### src/cpu_settings.svh
`ifndef CPU_SETTINGS_SVH
`define CPU_SETTINGS_SVH

//////////////////////////////
// Core widths
//////////////////////////////

// Data, address and instruction width
`define CPU_DATA_W 16

// Size of the register file
`define CPU_REG_N 16

// Bits needed to name one register
`define CPU_REG_IDX_W 4

// Memory is word addressed, so the PC steps by one per instruction
// and a full address fits in one register

`endif
### src/cpu_pkg.sv
`include "cpu_settings.svh"

package cpu_pkg;

	typedef logic [`CPU_DATA_W-1:0] word_t;
	typedef logic [`CPU_REG_IDX_W-1:0] regIdx_t;

	// Primary opcodes in bits 15:12
	// Register forms reuse the same numbers in the extension field
	typedef enum logic [3:0] {
		OP_REG  = 4'h0,
		OP_ANDI = 4'h1,
		OP_ORI  = 4'h2,
		OP_XORI = 4'h3,
		OP_MEM  = 4'h4,
		OP_ADDI = 4'h5,
		OP_SUBI = 4'h9,
		OP_MOVI = 4'hd,
		OP_LUI  = 4'hf
	} opcode_t;

	typedef enum logic [2:0] {ADD, SUB, AND, OR, XOR, MOV, LUI} aluOp_t;

	typedef enum logic [2:0] {FETCH, DECODE, EXEC, MEM, WBACK} ctrlState_t;

	typedef struct packed {
		aluOp_t  aluOp;
		regIdx_t rd;
		regIdx_t rs;
		logic    useImm;
		word_t   imm;
		logic    isLoad;
		logic    isStore;
		logic    writesReg;
	} decoded_t;

	typedef struct packed {
		logic regWe;
		logic wbSelMem;
		logic irLoad;
		logic pcInc;
		logic busReq;
		logic busWe;
		logic busData;
	} ctrlSig_t;

	typedef struct packed {
		logic  cyc;
		logic  stb;
		logic  we;
		word_t adr;
		word_t dat;
	} wbReq_t;

	typedef struct packed {
		logic  ack;
		word_t dat;
	} wbRsp_t;

endpackage

### src/cpuTop.sv
module cpuTop
	import cpu_pkg::*;
(
	input  logic   clk,
	input  logic   rst,
	input  wbRsp_t wbRsp,
	output wbReq_t wbReq
);

	ctrlSig_t ctrl;
	decoded_t dec;
	logic busDone;
	word_t instr;
	word_t rdata;
	word_t rdataA;
	word_t rdataB;
	word_t aluB;
	word_t aluResult;
	word_t wbData;

	// Current FSM state, kept visible at the top for bound checks
	ctrlState_t fsmState;

	//////////////////////////////
	// Datapath muxes
	//////////////////////////////

	assign aluB = dec.useImm ? dec.imm : rdataB;
	assign wbData = ctrl.wbSelMem ? rdata : aluResult;

	//////////////////////////////
	// Core blocks
	//////////////////////////////

	controlFsm fsm0 (
		.clk     (clk),
		.rst     (rst),
		.dec     (dec),
		.busDone (busDone),
		.ctrl    (ctrl),
		.state   (fsmState)
	);

	instrDecoder decoder0 (
		.instr (instr),
		.dec   (dec)
	);

	regFile regs0 (
		.clk    (clk),
		.rst    (rst),
		.we     (ctrl.regWe),
		.raddrA (dec.rd),
		.raddrB (dec.rs),
		.waddr  (dec.rd),
		.wdata  (wbData),
		.rdataA (rdataA),
		.rdataB (rdataB)
	);

	aluUnit alu0 (
		.op     (dec.aluOp),
		.a      (rdataA),
		.b      (aluB),
		.result (aluResult)
	);

	// Address from rs, store data from rd
	busMaster bus0 (
		.clk   (clk),
		.rst   (rst),
		.ctrl  (ctrl),
		.addr  (rdataB),
		.wdata (rdataA),
		.wbRsp (wbRsp),
		.wbReq (wbReq),
		.instr (instr),
		.rdata (rdata),
		.done  (busDone)
	);

endmodule

### src/busMaster.sv
module busMaster
	import cpu_pkg::*;
(
	input  logic     clk,
	input  logic     rst,
	input  ctrlSig_t ctrl,
	input  word_t    addr,
	input  word_t    wdata,
	input  wbRsp_t   wbRsp,
	output wbReq_t   wbReq,
	output word_t    instr,
	output word_t    rdata,
	output logic     done
);

	word_t pc;
	logic active;
	logic we;
	word_t adr;
	word_t dat;
	logic start;

	// Open a cycle only from idle, so one idle cycle always follows an ack
	assign start = ctrl.busReq & ~active;
	assign done = active & wbRsp.ack;

	// cyc and stb move together for single classic accesses
	assign wbReq = '{cyc: active, stb: active, we: we, adr: adr, dat: dat};

	always_ff @(posedge clk) begin
		if (!rst) begin
			active <= 1'b0;
			we <= 1'b0;
		end else if (done) begin
			active <= 1'b0;
			we <= 1'b0;
		end else if (start) begin
			active <= 1'b1;
			we <= ctrl.busWe;
		end
	end

	// Held for the whole cycle
	always_ff @(posedge clk) begin
		if (start) begin
			adr <= ctrl.busData ? addr : pc;
			dat <= wdata;
		end
	end

	always_ff @(posedge clk) begin
		if (!rst) begin
			pc <= '0;
		end else if (done && ctrl.pcInc) begin
			pc <= pc + word_t'(1);
		end
	end

	// Fetch word or load data, taken on the ack edge
	always_ff @(posedge clk) begin
		if (done && ctrl.irLoad) begin
			instr <= wbRsp.dat;
		end
		if (done && ctrl.busData && !ctrl.busWe) begin
			rdata <= wbRsp.dat;
		end
	end

endmodule

### src/aluUnit.sv
`include "cpu_settings.svh"

module aluUnit
	import cpu_pkg::*;
(
	input  aluOp_t op,
	input  word_t  a,
	input  word_t  b,
	output word_t  result
);

	localparam int HALF_W = `CPU_DATA_W / 2;

	word_t upperImm;

	// Immediate byte moved up, low byte cleared
	assign upperImm = {b[HALF_W-1:0], {HALF_W{1'b0}}};

	always_comb begin
		case (op)
			ADD: begin
				result = a + b;
			end
			SUB: begin
				result = a - b;
			end
			AND: begin
				result = a & b;
			end
			OR: begin
				result = a | b;
			end
			XOR: begin
				result = a ^ b;
			end
			// Operand a is ignored for moves
			MOV: begin
				result = b;
			end
			LUI: begin
				result = upperImm;
			end
			default: begin
				result = b;
			end
		endcase
	end

endmodule

### src/regFile.sv
`include "cpu_settings.svh"

module regFile
	import cpu_pkg::*;
(
	input  logic    clk,
	input  logic    rst,
	input  logic    we,
	input  regIdx_t raddrA,
	input  regIdx_t raddrB,
	input  regIdx_t waddr,
	input  word_t   wdata,
	output word_t   rdataA,
	output word_t   rdataB
);

	word_t regs [`CPU_REG_N];

	// Single write port
	always_ff @(posedge clk) begin
		if (!rst) begin
			for (int i = 0; i < `CPU_REG_N; i++) begin
				regs[i] <= '0;
			end
		end else if (we) begin
			regs[waddr] <= wdata;
		end
	end

	// Asynchronous reads
	// A is rd / store data, B is rs / address
	assign rdataA = regs[raddrA];
	assign rdataB = regs[raddrB];

endmodule

### src/controlFsm.sv
module controlFsm
	import cpu_pkg::*;
(
	input  logic       clk,
	input  logic       rst,
	input  decoded_t   dec,
	input  logic       busDone,
	output ctrlSig_t   ctrl,
	output ctrlState_t state
);

	ctrlState_t nextState;
	logic isMem;

	assign isMem = dec.isLoad | dec.isStore;

	//////////////////////////////
	// State register
	//////////////////////////////

	always_ff @(posedge clk) begin
		if (!rst) begin
			state <= FETCH;
		end else begin
			state <= nextState;
		end
	end

	//////////////////////////////
	// Next state
	//////////////////////////////

	always_comb begin
		nextState = state;
		case (state)
			// Wait on the bus for the instruction word
			FETCH: begin
				if (busDone) begin
					nextState = DECODE;
				end
			end
			DECODE: begin
				nextState = EXEC;
			end
			// ALU ops retire here
			EXEC: begin
				if (isMem) begin
					nextState = MEM;
				end else begin
					nextState = FETCH;
				end
			end
			MEM: begin
				if (busDone) begin
					nextState = dec.isLoad ? WBACK : FETCH;
				end
			end
			WBACK: begin
				nextState = FETCH;
			end
			default: begin
				nextState = FETCH;
			end
		endcase
	end

	//////////////////////////////
	// Control outputs
	//////////////////////////////

	always_comb begin
		// Everything idle unless the state asks for it
		ctrl = '0;
		case (state)
			FETCH: begin
				ctrl.busReq = 1'b1;
				ctrl.irLoad = 1'b1;
				ctrl.pcInc = 1'b1;
			end
			DECODE: ;
			// Loads write back later, from the bus
			EXEC: begin
				ctrl.regWe = dec.writesReg & ~dec.isLoad;
			end
			MEM: begin
				ctrl.busReq = 1'b1;
				ctrl.busData = 1'b1;
				ctrl.busWe = dec.isStore;
			end
			WBACK: begin
				ctrl.regWe = dec.writesReg;
				ctrl.wbSelMem = 1'b1;
			end
			default: ;
		endcase
	end

endmodule

### src/instrDecoder.sv
module instrDecoder
	import cpu_pkg::*;
(
	input  word_t    instr,
	output decoded_t dec
);

	// Extension codes under OP_MEM
	localparam logic [3:0] EXT_LOAD = 4'h0;
	localparam logic [3:0] EXT_STOR = 4'h4;

	opcode_t opc;
	opcode_t aluCode;
	logic [3:0] ext;
	word_t immZero;
	word_t immSign;

	assign opc = opcode_t'(instr[15:12]);
	assign ext = instr[7:4];
	assign immZero = {8'h00, instr[7:0]};
	assign immSign = {{8{instr[7]}}, instr[7:0]};

	// Register forms carry the operation in the extension nibble
	assign aluCode = (opc == OP_REG) ? opcode_t'(ext) : opc;

	always_comb begin
		dec = '0;
		dec.rd = instr[11:8];
		dec.rs = instr[3:0];
		dec.aluOp = MOV;
		dec.imm = immZero;
		dec.useImm = (opc != OP_REG);

		case (aluCode)
			OP_ADDI: begin
				dec.aluOp = ADD;
				dec.imm = immSign;
				dec.writesReg = 1'b1;
			end
			OP_SUBI: begin
				dec.aluOp = SUB;
				dec.imm = immSign;
				dec.writesReg = 1'b1;
			end
			OP_ANDI: begin
				dec.aluOp = AND;
				dec.writesReg = 1'b1;
			end
			OP_ORI: begin
				dec.aluOp = OR;
				dec.writesReg = 1'b1;
			end
			OP_XORI: begin
				dec.aluOp = XOR;
				dec.writesReg = 1'b1;
			end
			// MOVI keeps the zero-extended byte
			OP_MOVI: begin
				dec.aluOp = MOV;
				dec.writesReg = 1'b1;
			end
			// No register form of LUI
			OP_LUI: begin
				dec.aluOp = LUI;
				dec.writesReg = (opc == OP_LUI);
			end
			default: ;
		endcase

		// LOAD rdest, raddr and STOR rsrc, raddr
		if (opc == OP_MEM) begin
			dec.useImm = 1'b0;
			if (ext == EXT_LOAD) begin
				dec.isLoad = 1'b1;
				dec.writesReg = 1'b1;
			end else if (ext == EXT_STOR) begin
				dec.isStore = 1'b1;
			end
		end
	end

endmodule

### config.mk
export PLATFORM = sky130hd
export DESIGN_NAME = cpuTop
export DESIGN_NICKNAME = d
export VERILOG_FILES = /design/src/cpu_pkg.sv /design/src/cpuTop.sv /design/src/busMaster.sv /design/src/aluUnit.sv /design/src/regFile.sv /design/src/controlFsm.sv /design/src/instrDecoder.sv
export VERILOG_INCLUDE_DIRS = /design/src
export SDC_FILE = /design/constraint.sdc
export NUM_CORES = 1
export LEC_CHECK = 0
export BUFFER_PORTS_ARGS = -buffer_cell sky130_fd_sc_hd__buf_2
export CELL_PAD_IN_SITES_DETAIL_PLACEMENT = 0
export CELL_PAD_IN_SITES_GLOBAL_PLACEMENT = 1
export CORE_AREA = 2 2 186 188
export CTS_BUF_LIST = sky130_fd_sc_hd__clkbuf_2
export DETAILED_ROUTE_END_ITERATION = 7
export DIE_AREA = 0 0 188 190
export GPL_TIMING_DRIVEN = 0
export PLACE_DENSITY_LB_ADDON = 0.1
export SKIP_CTS_REPAIR_TIMING = 1
export SLEW_MARGIN = 20
export SYNTH_ARGS = -nofsm -noshare
export SYNTH_HDL_FRONTEND = slang
export SYNTH_SLANG_ARGS = --single-unit
export TNS_END_PERCENT = 20
### constraint.sdc
create_clock -name clk -period 9.45 [get_ports clk]
set_input_delay 0 -clock clk [delete_from_list [all_inputs] [get_ports clk]]
set_output_delay 0 -clock clk [all_outputs]
set_load 0.01 [all_outputs]
# Yosys cells after proc, flatten, opt, wreduce, memory -nomap -nowiden
# Memory sizes are Yosys's and may differ from the RTL's. A register that Yosys moved wholly into a read port is not among the register bits.
# Index checks and enable logic that the tools add are counted.
# totals
memories	1
output_inout_bits	35
ramBits	256
in_bits	19
regBits	85
wordCells	92
# classes
n_reduce_logical	16
eq_ne	21
mux	33
add_sub_neg	3
bitwise_logic	10
# memory_table
name	depth	width	rd	rd_clocked_by_memory_dff	write_ports	line	text
regs0.regs	16	16	2	2	16	regFile.sv:17	word_t regs [`CPU_REG_N];
# op_table
operator	n
16-bit one-hot mux with 6 select lines	1
16-bit 2-to-1 mux	5
3-bit one-hot mux with 6 select lines	1
16-bit by 1-bit adder with 16-bit output (second input constant)	1
16-bit adder	1
16-bit bitwise AND	1
4-bit == test (second input constant)	4
4-bit 2-to-1 mux	4
16-bit OR	1
16-bit OR reduction	1
16-bit subtractor	1
16-bit bitwise XOR	1
3-bit by 2-bit == test with 1-bit output (second input constant)	4
4-bit by 3-bit == test with 1-bit output (second input constant)	3
1-bit 2-to-1 mux	12
3-bit 2-to-1 mux	4
3-bit one-hot mux with 4 select lines	1
3-bit == test (second input constant)	3
4-bit by 2-bit == test with 1-bit output (second input constant)	2
4-bit logical NOT	2
3-bit by 1-bit == test with 1-bit output (second input constant)	2
3-bit logical NOT	2
2-bit 2-to-1 mux	3
2-bit OR reduction	3
other kinds (11)	20

# Longest topological paths before layout
# logic_depth
word_depth	15
ltp_mapped	24

# By module
# From an unflattened synthesis, not the netlist that was laid out.
# hier_totals
hier_cells	1469
hier_area_um2	19760.2
# modules_own_cells
mod	instances	cells_per_inst	area_per_inst_um2
regFile	1	859	13538.0
busMaster	1	184	2971.6
aluUnit	1	312	2187.1
cpuTop	1	36	498.0
instrDecoder	1	53	365.4
controlFsm	1	25	200.2

# Worst setup path before layout
# Ideal clock, no wire load.
# synth_path
path_type	register -> register
from	reg (tool-made name)
to	mem regs0.regs[10][15] in the netlist's numbering, data pin
setup_ps	273
path_slack_ps	4522
t_required_ps	9177
path_buffers	2
path_stages_with_launch	21
arrival_ps	4655
cell_sequence	dfxtp_1 > buf_6 > mux4_2 > mux2_2 > nor2b_1 > a211oi_4 > inv_2 > nor4_4 > and3_1 > and3_1 > nor2_1 > xnor2_1 > ha_1 > or4_1 > o31ai_1 > a21oi_1 > xnor2_1 > xnor2_2 > a221oi_4 > buf_6 > nor3_2
# synth_rtl
item	line
end, declared	regFile.sv:17

==> results_dict.tcl <==
set metrics [dict create \
    vias 14000 \
    synthesis.nets 1572 \
    cts_max_path_buffers 3 \
    rrSetupSlack_ns 2.50 \
    period_share_pct 73.5 \
    outcome "finished, final reports clean" \
    clk-insertion-delay-late_ns 1.00 \
    slowest_stage "a21oi_1" \
    max-vdd-ir-drop_uv 161 \
    r2r_cells 20 \
    crit_top_cell "buf_2" \
    worstPathRequired_ns 10.14 \
    antenna_found_initial 1 \
    area_growth_pct 11.1 \
    grt_max_degree 26 \
    fin_tns_setup_ns 0 \
    critical_path.max_fanout 10 \
    ys_seq_elements 349 \
    power_leakage_nw 7.91 \
    syn_avg_cell_area_um2 12.8 \
    synth_seq_area_share_pct 52.9 \
    final_cell_area_mm2 0.0214 \
    layout.nets 1754 \
    async_flop_share_pct 0 \
    num_rows 68 \
    drcViolationCount 0 \
    port_buffers 52 \
    min_to "bus0.we" \
    hold_viol 0 \
    hold_depth 3 \
    grt_pass1_vias 13600 \
    grt_pass1_wl_um 85800 \
    fin_skew_ns 0.0600 \
    rsz0062_at_grt "false" \
    ios 54 \
    whs_ns 0.0360 \
    end_kind "flip-flop" \
    first_pass_iters 6 \
    track_usage_pct 33.2 \
    p_per_area_mw_per_mm2 175 \
    wl_um 58200 \
    dieArea_mm2 0.0357 \
    drt_iter0_markers 1708 \
    finalMaxSlewViolations 0 \
    place_area_mm2 0.0201 \
    min_path_type "in -> reg" \
    core_mm2 0.0339 \
    power_w 0.00375 \
    worstMarginPinSlew_ns 1.18 \
    htreeDepth 3 \
    path_cells "buf_2 -> buf_2 -> nor2b_1 -> a22o_1 -> nor2_1 -> o21ai_1 -> inv_1 -> ha_1 -> o21a_1 -> fa_1 -> nor2b_1 -> o21ai_0 -> a21boi_0 -> o21ai_0 -> xnor2_1 -> a221oi_1 -> a211oi_1 -> a21oi_1 -> buf_2 -> nor2_1" \
    drive_above_1_share_pct 25.4 \
    worstSetupStartpointType "flip-flop" \
    die_h_um 190 \
    netlist_instances 1502 \
    syn_area_mm2 0.0193 \
    clock-sinks 349 \
    fill_cells 2676 \
    gr-total-overflow 0 \
    synth_flop_cell "edfxtp_1" \
    dp_hpwl_um 44400 \
    ant_nets 0 \
    cts.clk_slew.worst_paths_ns 0.10 \
    cts_tree "done" \
    setup_viol 0 \
    drv_cap 0 \
    yosysUniqueCellTypes 78 \
    yosysWarnings 0 \
    viasPerCell 6.30 \
    r2r-end "regs0.regs[11][8]" \
    root_buffer "clkbuf_2" \
    hold_path.startpoint "rst" \
    arrival_ns 7.64 \
    gp_congestion 0.967 \
    layout_min_cycle_time_ns 6.95 \
    synth_edf_count 320 \
    wl_per_cell_um 26.3 \
    fmax_ghz 0.144 \
    maxSlewHeadroom_pct 21.1 \
    fp.dieW_um 188 \
    cts-buffers-inserted 89 \
    cpPeakStageDelay_ns 0.92 \
    crit_type "reg -> reg" \
    start_util_pct 56.7 \
]
-- logic make-up (layout without fill, tap and decap cells) --
kind of cell,count (synthesis),in the layout,synth area share [%]
AOI/OAI and AO/OA,182,182,6.47
xor gates and xnor gates,40,40,1.86
adders and majority gates,51,51,3.35
buffers and inverters,158,415,3.80
DFF,349,349,52.9
muxes,190,190,19.0
other,0,1,0
and+or+nand+nor,532,532,12.6
-- where the power goes --
group | switching, W | total, W | leakage (nW) | internal, W
sequential | 0.0000361 | 0.00180 | 3.50 | 0.00176
combinational | 0.000500 | 0.000813 | 3.73 | 0.000312
clock | 0.000653 | 0.00114 | 0.673 | 0.000485
-- worst max-delay path, delay by kind of cell, from the launching register on --
family                   cells  cell delay (ns)
XOR/XNOR                     1             0.19
AO/OA/AOI/OAI                9             3.08
AND/OR/NAND/NOR              4             0.58
flip-flops                   1             0.56
adder cells (fa/ha/maj)      2             0.76
buffers and inverters        4             1.48
-- cell type report --
class / count / area (um^2) / area share [%]
Inverter: 41 / 154 / 0.719
Sequential cell: 349 / 10200 / 47.6
Clock buffer: 131 / 656 / 3.06
Timing Repair Buffer: 91 / 644 / 3.01
Clock inverter: 35 / 248 / 1.16
Buffer: 117 / 582 / 2.72
Antenna cell: 1 / 2.50 / 0.0117
Tap cell: 455 / 569 / 2.66
Multi-Input combinational cell: 995 / 8350 / 39.0
-- registers in the layout, indices dropped and copies added (netlist names), named ones only --
signal,count
bus0.active,1
bus0.adr,16
bus0.dat,16
bus0.instr,16
bus0.pc,16
bus0.rdata,16
bus0.we,1
fsm0.state,3
regs0.regs,256
-- synth_stat cells, drive strengths merged (10+ instances only) --
master / instances / share of area [%]
a21oi: 46 / 1.3
mux4: 138 / 16
clkbuf: 63 / 1.2
and3: 13 / 0.42
inv: 41 / 0.80
nand2: 91 / 1.8
nor2b: 15 / 0.49
nor2: 281 / 5.5
o21ai: 43 / 1.1
nand3: 19 / 0.49
buf: 54 / 1.8
nor3: 50 / 1.6
and2: 23 / 0.75
mux2i: 22 / 1.1
dfxtp: 29 / 3.0
a211oi: 10 / 0.45
a22oi: 10 / 0.39
xnor2: 34 / 1.6
ha: 50 / 3.2
mux2: 30 / 1.8
edfxtp: 320 / 50
-- worst max path at each step --
stage	to	cells after the start
floorplan	regs0.regs[10][15]	20
global placement	regs0.regs[13][9]	22
detailed placement	regs0.regs[12][8]	20
CTS	regs0.regs[6][8]	20
global route	regs0.regs[13][8]	20
finish	regs0.regs[11][8]	20
-- cells in the final DEF, fill, tap and decap left out, types with 6 or more instances in the layout --
cell	instances
a21oi_1	44
and3_1	13
nor3_2	13
inv_1	40
mux4_2	138
o221ai_1	6
mux2i_1	22
a211oi_1	9
buf_6	8
buf_1	12
buf_2	76
nor2b_1	15
a31oi_1	9
xnor2_1	33
nor2_1	281
o21ai_1	10
o21ai_0	33
edfxtp_1	320
ha_1	50
buf_4	11
and2_1	23
clkinv_2	6
dfxtp_1	29
xor2_1	6
nor3_1	36
dlygate4sd3_1	35
o21a_1	8
nand2_1	91
a22oi_1	10
nand2b_1	9
nand3_1	19
clkbuf_2	133
clkbuf_1	62
or3_1	7
mux2_2	30
clkinv_1	20
-- stage by stage --
stage          utilization, %  cells  setup slack (ns)
2_1_floorplan               -   1502              4.52
3_3_place_gp             59.2   2009              2.60
3_5_place_dp             59.3   2013              2.75
4_1_cts                  62.0   2179              2.69
5_1_grt                  63.0   2215              2.41
6_report                 63.0   2215              2.50
-- metal layers --
layer | global-route usage (%) | vias to the layer above | part of all wire, % | wire length (um)
met4 | 15.5 | 0 | 4.4 | 2540
li1 | - | 6091 | - | -
met3 | 6.99 | 149 | 9.3 | 5430
met1 | 43.6 | 6903 | 39 | 22600
met2 | 53.4 | 813 | 47 | 27600
met5 | 0 | - | 0 | 0
Power figures use the tool's default switching activity.
